[src/hdl/connect4_pkg.sv]
package connect4_pkg;

	//////////////////////////////
	// Board geometry
	//////////////////////////////

	localparam int NUM_COLUMNS = 7;
	localparam int NUM_ROWS    = 7;
	localparam int WIN_LENGTH  = 4;
	localparam int NUM_CELLS   = NUM_COLUMNS * NUM_ROWS;

	// APB byte addresses
	localparam logic [7:0] ADDR_MOVE     = 8'h00;
	localparam logic [7:0] ADDR_STATUS   = 8'h04;
	localparam logic [7:0] ADDR_RESTART  = 8'h08;
	localparam logic [7:0] ADDR_ROW_BASE = 8'h10;

	typedef logic [2:0] column_t;
	typedef logic [2:0] row_t;
	typedef logic [1:0] player_t;

	// Cell (r, c) at bits 2*(7r + c) +: 2, row 0 at the bottom
	typedef logic [2*NUM_CELLS-1:0] board_t;

	localparam player_t PLAYER_NONE = 2'd0;
	localparam player_t PLAYER_ONE  = 2'd1;
	localparam player_t PLAYER_TWO  = 2'd2;

	typedef struct packed {
		column_t column;
		row_t    row;
		player_t player;
	} move_t;

	typedef enum logic [1:0] {IDLE, PLACE, CHECK} game_state_t;

	typedef struct packed {
		logic        psel;
		logic        penable;
		logic        pwrite;
		logic [7:0]  paddr;
		logic [31:0] pwdata;
	} apb_request_t;

	typedef struct packed {
		logic [31:0] prdata;
		logic        pready;
		logic        pslverr;
	} apb_response_t;

endpackage

[src/hdl/column_heights.sv]
module column_heights (
	input  logic                  clock,
	input  logic                  reset_n,
	input  connect4_pkg::column_t requested_column,
	input  logic                  place_valid,
	input  connect4_pkg::move_t   place_move,
	input  logic                  clear,
	output connect4_pkg::row_t    landing_row,
	output logic                  column_full
);
	import connect4_pkg::*;

	// Pieces stacked in each column, also the next free row
	row_t fill_level [NUM_COLUMNS];

	always_ff @(posedge clock) begin
		if (!reset_n || clear) begin
			for (int c = 0; c < NUM_COLUMNS; c++) begin
				fill_level[c] <= '0;
			end
		end else if (place_valid) begin
			for (int c = 0; c < NUM_COLUMNS; c++) begin
				if (place_move.column == column_t'(c)) begin
					fill_level[c] <= fill_level[c] + row_t'(1);
				end
			end
		end
	end

	// Column 7 matches nothing and reads as empty
	always_comb begin
		landing_row = '0;
		column_full = 1'b0;
		for (int c = 0; c < NUM_COLUMNS; c++) begin
			if (requested_column == column_t'(c)) begin
				landing_row = fill_level[c];
				column_full = fill_level[c] == row_t'(NUM_ROWS);
			end
		end
	end

endmodule

[src/hdl/board_store.sv]
module board_store (
	input  logic                clock,
	input  logic                reset_n,
	input  logic                place_valid,
	input  connect4_pkg::move_t place_move,
	input  logic                clear,
	output connect4_pkg::board_t board
);
	import connect4_pkg::*;

	// Lowest bit of the addressed cell
	logic [6:0] cell_bit;

	assign cell_bit = 7'(2 * (NUM_COLUMNS * place_move.row + place_move.column));

	always_ff @(posedge clock) begin
		if (!reset_n || clear) begin
			board <= '0;
		end else if (place_valid) begin
			board[cell_bit +: 2] <= place_move.player;
		end
	end

endmodule

[src/hdl/win_checker.sv]
module win_checker (
	input  connect4_pkg::board_t  board,
	output connect4_pkg::player_t winner
);
	import connect4_pkg::*;

	function automatic player_t cell_at(board_t b, int r, int c);
		return b[2*(NUM_COLUMNS*r + c) +: 2];
	endfunction

	// Owner of the run from (r, c) along (dr, dc), empty if mixed or off the board
	function automatic player_t run_owner(board_t b, int r, int c, int dr, int dc);
		player_t owner;
		int      last_r;
		int      last_c;
		owner  = PLAYER_NONE;
		last_r = r + dr * (WIN_LENGTH - 1);
		last_c = c + dc * (WIN_LENGTH - 1);
		if (last_r >= 0 && last_r < NUM_ROWS && last_c >= 0 && last_c < NUM_COLUMNS) begin
			owner = cell_at(b, r, c);
			for (int k = 1; k < WIN_LENGTH; k++) begin
				if (cell_at(b, r + dr*k, c + dc*k) != owner) begin
					owner = PLAYER_NONE;
				end
			end
		end
		return owner;
	endfunction

	//////////////////////////////
	// Line search
	//////////////////////////////

	always_comb begin
		player_t found;
		winner = PLAYER_NONE;
		for (int r = 0; r < NUM_ROWS; r++) begin
			for (int c = 0; c < NUM_COLUMNS; c++) begin
				// Horizontal, vertical, rising and falling diagonals
				found = run_owner(board, r, c, 0, 1);
				if (found != PLAYER_NONE) winner = found;
				found = run_owner(board, r, c, 1, 0);
				if (found != PLAYER_NONE) winner = found;
				found = run_owner(board, r, c, 1, 1);
				if (found != PLAYER_NONE) winner = found;
				found = run_owner(board, r, c, 1, -1);
				if (found != PLAYER_NONE) winner = found;
			end
		end
	end

endmodule

[src/hdl/game_control.sv]
module game_control (
	input  logic                       clock,
	input  logic                       reset_n,
	input  connect4_pkg::apb_request_t  apb_request,
	output connect4_pkg::apb_response_t apb_response,
	input  connect4_pkg::row_t          landing_row,
	input  logic                       column_full,
	input  connect4_pkg::board_t        board,
	input  connect4_pkg::player_t       winner,
	output connect4_pkg::column_t       requested_column,
	output logic                       place_valid,
	output connect4_pkg::move_t         place_move,
	output logic                       clear
);
	import connect4_pkg::*;

	game_state_t state;
	player_t     turn;
	player_t     winner_q;
	logic        game_over;
	logic [5:0]  piece_count;

	logic        access;
	logic        move_hit;
	logic        status_hit;
	logic        restart_hit;
	logic        row_hit;
	logic        move_ok;
	logic [7:0]  row_offset;
	row_t        row_index;
	logic [2*NUM_COLUMNS-1:0] row_bits;
	logic [31:0] read_data;

	//////////////////////////////
	// Address decode
	//////////////////////////////

	assign access      = apb_request.psel && apb_request.penable;
	assign move_hit    = apb_request.pwrite && apb_request.paddr == ADDR_MOVE;
	assign restart_hit = apb_request.pwrite && apb_request.paddr == ADDR_RESTART;
	assign status_hit  = !apb_request.pwrite && apb_request.paddr == ADDR_STATUS;

	// Rows are word aligned from ADDR_ROW_BASE
	assign row_offset = apb_request.paddr - ADDR_ROW_BASE;
	assign row_index  = row_offset[4:2];
	assign row_hit    = !apb_request.pwrite && apb_request.paddr >= ADDR_ROW_BASE &&
		row_offset[1:0] == 2'b00 && row_offset[7:2] < NUM_ROWS;

	assign requested_column = apb_request.pwdata[2:0];

	assign move_ok = requested_column < NUM_COLUMNS && !column_full && !game_over &&
		piece_count != 6'(NUM_CELLS);

	assign clear       = access && restart_hit && state == IDLE;
	assign place_valid = state == PLACE;

	//////////////////////////////
	// Move sequencing
	//////////////////////////////

	always_ff @(posedge clock) begin
		if (!reset_n || clear) begin
			state       <= IDLE;
			turn        <= PLAYER_ONE;
			winner_q    <= PLAYER_NONE;
			game_over   <= 1'b0;
			piece_count <= '0;
		end else begin
			case (state)
				IDLE: begin
					if (access && move_hit && move_ok) begin
						state <= PLACE;
					end
				end
				PLACE: begin
					state <= CHECK;
				end
				CHECK: begin
					// Board already holds the new piece here
					state       <= IDLE;
					winner_q    <= winner;
					game_over   <= winner != PLAYER_NONE ||
						piece_count + 6'd1 == 6'(NUM_CELLS);
					piece_count <= piece_count + 6'd1;
					turn        <= (turn == PLAYER_ONE) ? PLAYER_TWO : PLAYER_ONE;
				end
				default: begin
					state <= IDLE;
				end
			endcase
		end
	end

	// Piece to drop, captured when the move is accepted
	always_ff @(posedge clock) begin
		if (state == IDLE) begin
			place_move <= '{column: requested_column, row: landing_row, player: turn};
		end
	end

	//////////////////////////////
	// Read data and response
	//////////////////////////////

	always_comb begin
		row_bits = '0;
		for (int r = 0; r < NUM_ROWS; r++) begin
			if (row_index == row_t'(r)) begin
				row_bits = board[r*2*NUM_COLUMNS +: 2*NUM_COLUMNS];
			end
		end
	end

	always_comb begin
		read_data = '0;
		if (status_hit) begin
			read_data = {21'b0, piece_count, game_over, winner_q, turn};
		end else if (row_hit) begin
			read_data = {18'b0, row_bits};
		end
	end

	always_comb begin
		apb_response = '0;
		if (access) begin
			case (state)
				IDLE: begin
					if (move_hit) begin
						// Accepted moves wait for PLACE and CHECK
						apb_response.pready  = !move_ok;
						apb_response.pslverr = !move_ok;
					end else begin
						apb_response.pready  = 1'b1;
						apb_response.pslverr = !(status_hit || restart_hit || row_hit);
						apb_response.prdata  = read_data;
					end
				end
				CHECK: begin
					apb_response.pready = 1'b1;
				end
				default: begin
					apb_response.pready = 1'b0;
				end
			endcase
		end
	end

endmodule

[src/hdl/connect4_top.sv]
module connect4_top (
	input  logic                       clock,
	input  logic                       reset_n,
	input  connect4_pkg::apb_request_t  apb_request,
	output connect4_pkg::apb_response_t apb_response
);
	import connect4_pkg::*;

	column_t requested_column;
	row_t    landing_row;
	logic    column_full;
	logic    place_valid;
	move_t   place_move;
	logic    clear;
	board_t  board;
	player_t winner;

	game_control control_i (
		.clock            (clock),
		.reset_n          (reset_n),
		.apb_request      (apb_request),
		.apb_response     (apb_response),
		.landing_row      (landing_row),
		.column_full      (column_full),
		.board            (board),
		.winner           (winner),
		.requested_column (requested_column),
		.place_valid      (place_valid),
		.place_move       (place_move),
		.clear            (clear)
	);

	column_heights heights_i (
		.clock            (clock),
		.reset_n          (reset_n),
		.requested_column (requested_column),
		.place_valid      (place_valid),
		.place_move       (place_move),
		.clear            (clear),
		.landing_row      (landing_row),
		.column_full      (column_full)
	);

	board_store store_i (
		.clock       (clock),
		.reset_n     (reset_n),
		.place_valid (place_valid),
		.place_move  (place_move),
		.clear       (clear),
		.board       (board)
	);

	win_checker checker_i (
		.board  (board),
		.winner (winner)
	);

endmodule

[config.mk]
export PLATFORM = sky130hd
export DESIGN_NAME = connect4_top
export DESIGN_NICKNAME = d
export VERILOG_FILES = /design/src/hdl/connect4_pkg.sv /design/src/hdl/column_heights.sv /design/src/hdl/board_store.sv /design/src/hdl/win_checker.sv /design/src/hdl/game_control.sv /design/src/hdl/connect4_top.sv
export SDC_FILE = /design/constraint.sdc
export NUM_CORES = 1
export LEC_CHECK = 0
export ABC_AREA = 1
export BUFFER_PORTS_ARGS = -buffer_cell sky130_fd_sc_hd__buf_2
export CAP_MARGIN = 25
export CORE_MARGIN = 2
export CORE_UTILIZATION = 40
export DETAILED_ROUTE_END_ITERATION = 12
export GPL_ROUTABILITY_DRIVEN = 0
export GPL_TIMING_DRIVEN = 0
export SLEW_MARGIN = 20
export SYNTH_ARGS = -nofsm -noshare
export SYNTH_HDL_FRONTEND = slang
export SYNTH_SLANG_ARGS = --single-unit
[constraint.sdc]
create_clock -name clock -period 10.69 [get_ports clock]
set_input_delay 2.6725 -clock clock [delete_from_list [all_inputs] [get_ports clock]]
set_output_delay 2.6725 -clock clock [all_outputs]
set_load 0.01 [all_outputs]
==> metrics.csv <==
stage,metric,value,unit
timing,layout_worst_path_cycle_share,110.2,%
run,max_cap_violations,0,
finish,area_delta_synth_final,10.83,%
timing,rsz0062_at_grt,true,
route,drt-total-wl,80.81,mm
clock_tree,tritoncts_num_sinks,140,
outcome,status,"finished, violations left",
setup_path,critical_path_class,register to register,
grt,grt_max_degree,19,
finish,diodes,0,
route,vias_per_cell,5.952,
logic_synthesis,synth_top_area_share,20.80,%
clock_tree,cts_max_path_buffers,2,
clock_tree,tritoncts_clock_tree,yes,
setup_path,r2r.worst_path.cells,186,
die,design.die.area,45270,um^2
timing,tightest_slew,1.128,ns
logic_synthesis,synth_top_flop_cell,sky130_fd_sc_hd__dfxtp_1,
setup_path,critical-path-top-delay-family,simple AND/OR/NAND/NOR gates,
clock_tree,worstSkewPairLatency,0.44,ns
setup_path,critical_path.startpoint_type,register,
logic_synthesis,synth.largest_area_cell,sky130_fd_sc_hd__nand2_1,
route,detail_route.first_pass.iterations,7,
worst_hold_path,min_path_type,register to register,
placement,buffer_ports.inserted,30,
clock_tree,ctsHoldBuffers,0,
power_and_ir_drop,power.leakage,0.006403,uW
worst_hold_path,holdPathEnd,control_i.piece_count[0],
timing,setup-violations-final,3,
finish,final_layout_size_suffix_gt1_share,6.780,%
finish,final_util,44.86,%
timing,clock.fmax,84.86,MHz
grt,global_route_wire_length_before_repair,119.7,mm
grt,first_global_vias,20790,
timing,timing.final.hold_violations,0,
setup_path,rrSetupSlack,-1.09,ns
finish,finalNetCount,3296,
logic_synthesis,synth_cell_types,43,
route,drt_iter0_markers,3022,
setup_path,worst_path_largest_cell_delay,0.33,ns
grt,groute.usage.overall,35.14,%
route,drt_drc_violations_left,0,
setup_path,startpoint_of_the_lowest_slack_register_to_register_path,store_i.board[0],
setup_path,end_kind,register,
placement,dp_worst_setup_slack,-1.513,ns
clock_tree,ctsHtreeMaxLevel,4,
finish,most_common_cell_after_layout_fill_and_taps_aside,sky130_fd_sc_hd__nand2_1,
logic_synthesis,asyncSetResetFlopFracSynth,0,%
logic_synthesis,syn_area,17430,um^2
setup_path,critical_path.most_common_cell,sky130_fd_sc_hd__nand2_1,
timing,final_period_minus_worst_setup_slack,11.78,ns
clock_tree,cts.root.buffer_cell,sky130_fd_sc_hd__clkbuf_16,
finish,mostFrequentLayoutCells,"sky130_fd_sc_hd__nand2_1, sky130_fd_sc_hd__nor2_1, sky130_fd_sc_hd__a21oi_1",
setup_path,timing.critical_path.required,11.02,ns
logic_synthesis,synth_edf_count,29,
power_and_ir_drop,power_density,70.18,nW/um^2
grt,antenna_found_initial,2,
setup_path,worst-path-max-fanout,7,
die,floorplan.rows,76,
power_and_ir_drop,ir_worst_vdd,0.09985,mV
logic_synthesis,ys_ff_latch,140,
logic_synthesis,ys_warns,0,
logic_synthesis,cell_count_after_synthesis,3144,
die,coreArea,43080,um^2
setup_path,crit_cells,186,
clock_tree,cts_buf_count,17,
setup_path,arrival,12.12,ns
logic_synthesis,synth-seq-area-share,17.74,%
setup_path,critical_path.n_buffers_inverters,2,
die,ioPinCount,79,
timing,finalWorstSetupSlack,-1.094,ns
placement,hpwl,61.03,mm
setup_path,cpMaxStageDelayCell,sky130_fd_sc_hd__dfxtp_2,
timing,count_of_pins_over_their_slew_limit,0,
die,chipWidth,212.8,um
worst_hold_path,timing.hold.worst.start,control_i.piece_count[0],
route,routed_wire_length_per_instance,21.18,um
route,via_count,22710,
grt,gr-total-overflow,0,
timing,clock_tree_skew_after_final_layout,0.01779,ns
die,die_height,212.8,um
setup_path,regToRegEndpoint,control_i.game_over,
worst_hold_path,worstHoldPathCells,2,
timing,timing.max_slew.rel_slack,24.82,%
logic_synthesis,synth_area_leaders,"sky130_fd_sc_hd__nand2_1, sky130_fd_sc_hd__dfxtp_1, sky130_fd_sc_hd__nor2_1",
route,final_antenna_net_count,0,
logic_synthesis,post_synthesis_area_per_instance,5.545,um^2
outcome,failed_checks,setup timing,
clock_tree,path_clk_slew,0.08,ns
die,start_util,40.47,%
==> repair_timing <==
action | in CTS | in global routing
resized for setup | 53 | 44
buffers inserted | 11 | 1
endpoints found under the setup margin | 3 | 3
pin swaps | 8 | 14
==> metal layers <==
layer	vias to the layer above	GRT usage [%]	part of all wire, %
li1	10440	-	-
met1	10290	44.98	39
met2	1567	53.09	41
met3	402	8.575	13
met4	2	21.75	7.4
met5	-	0	0.014
==> through the flow <==
stage | hold WS [ns] | cells | total power, uW | setup TNS (ns) | instance area [um^2]
floorplan | 0.4534 | 3161 | 693.9 | 0 | 17500
global placement | 0.4967 | 3776 | 738.6 | -3.974 | 18380
detailed placement | 0.5203 | 3776 | 742.1 | -4.263 | 18380
CTS | 0.5327 | 3814 | 1347 | -2.158 | 19170
global route | 0.5506 | 3815 | 1396 | -7.821 | 19320
finish | 0.5300 | 3815 | 1356 | -3.080 | 19320
==> worst register-to-register path, delay by kind of cell (launching register included) <==
family	cells	cell delay, ns
and+or+nand+nor	184	11.16
buffers and inverters	2	0.19
DFF	1	0.33
==> state kept, by name, summed over array words and instances, names as in the netlist <==
signal	cells
control_i.place_move	8
control_i.state	2
control_i.piece_count	6
control_i.turn	2
control_i.winner_q	2
control_i.game_over	1
store_i.board	98
heights_i.fill_level	21
==> cell families (layout without fill, tap and decap cells) <==
| logic type | count (synthesis) | count (layout) | synth area share [%] |
|---|---|---|---|
| AND/OR/NAND/NOR | 1720 | 1720 | 40.44 |
| AO/OA/AOI/OAI | 617 | 617 | 18.81 |
| adder cells (fa/ha/maj) | 34 | 34 | 2.612 |
| XOR/XNOR | 204 | 204 | 10.33 |
| flip-flops | 140 | 140 | 17.74 |
| other | 1 | 18 | 0.02151 |
| buffers and inverters | 428 | 497 | 10.04 |
==> final cells by class <==
class	count	area (um^2)
Tap cell	585	732.0
Fill cell	4614	23750
Clock buffer	17	425.4
Clock inverter	15	178.9
Sequential cell	140	3109
Multi-Input combinational cell	2593	12830
Inverter	218	843.3
Buffer	204	948.4
Timing Repair Buffer	43	251.5
==> power breakdown <==
part	switching, uW	internal (uW)
registers	5.20	543
logic	137	51.9
clock network	301	318
total	443	913
==> worst max-delay path by stage <==
stage | start | endpoint | slack (ns)
2_1_floorplan | store_i.board[14] | control_i.game_over | 1.51
3_3_place_gp | store_i.board[49] | control_i.game_over | -1.38
3_5_place_dp | store_i.board[49] | control_i.game_over | -1.51
4_1_cts | store_i.board[1] | control_i.game_over | -0.77
5_1_grt | store_i.board[1] | control_i.game_over | -2.64
6_report | store_i.board[0] | control_i.game_over | -1.09
==> synthesized netlist by cell type, types with 4 or more instances <==
master,instances
sky130_fd_sc_hd__inv_2,17
sky130_fd_sc_hd__o21ai_2,4
sky130_fd_sc_hd__xor2_1,184
sky130_fd_sc_hd__o2111ai_1,11
sky130_fd_sc_hd__fa_1,4
sky130_fd_sc_hd__nand2_1,966
sky130_fd_sc_hd__nand3_1,62
sky130_fd_sc_hd__xnor2_1,18
sky130_fd_sc_hd__nor2_1,476
sky130_fd_sc_hd__o21ai_1,4
sky130_fd_sc_hd__buf_6,5
sky130_fd_sc_hd__o221ai_1,9
sky130_fd_sc_hd__nand3_2,4
sky130_fd_sc_hd__ha_1,30
sky130_fd_sc_hd__a21oi_1,278
sky130_fd_sc_hd__o21ai_0,266
sky130_fd_sc_hd__a211oi_1,11
sky130_fd_sc_hd__buf_2,13
sky130_fd_sc_hd__inv_1,186
sky130_fd_sc_hd__o211ai_1,11
sky130_fd_sc_hd__a31oi_1,14
sky130_fd_sc_hd__dfxtp_1,111
sky130_fd_sc_hd__buf_4,24
sky130_fd_sc_hd__clkbuf_1,139
sky130_fd_sc_hd__nand4_1,162
sky130_fd_sc_hd__nor4_1,7
sky130_fd_sc_hd__clkinv_1,15
sky130_fd_sc_hd__nor3_1,33
sky130_fd_sc_hd__edfxtp_1,29
sky130_fd_sc_hd__buf_1,29
(Power assumes the default switching activity.)
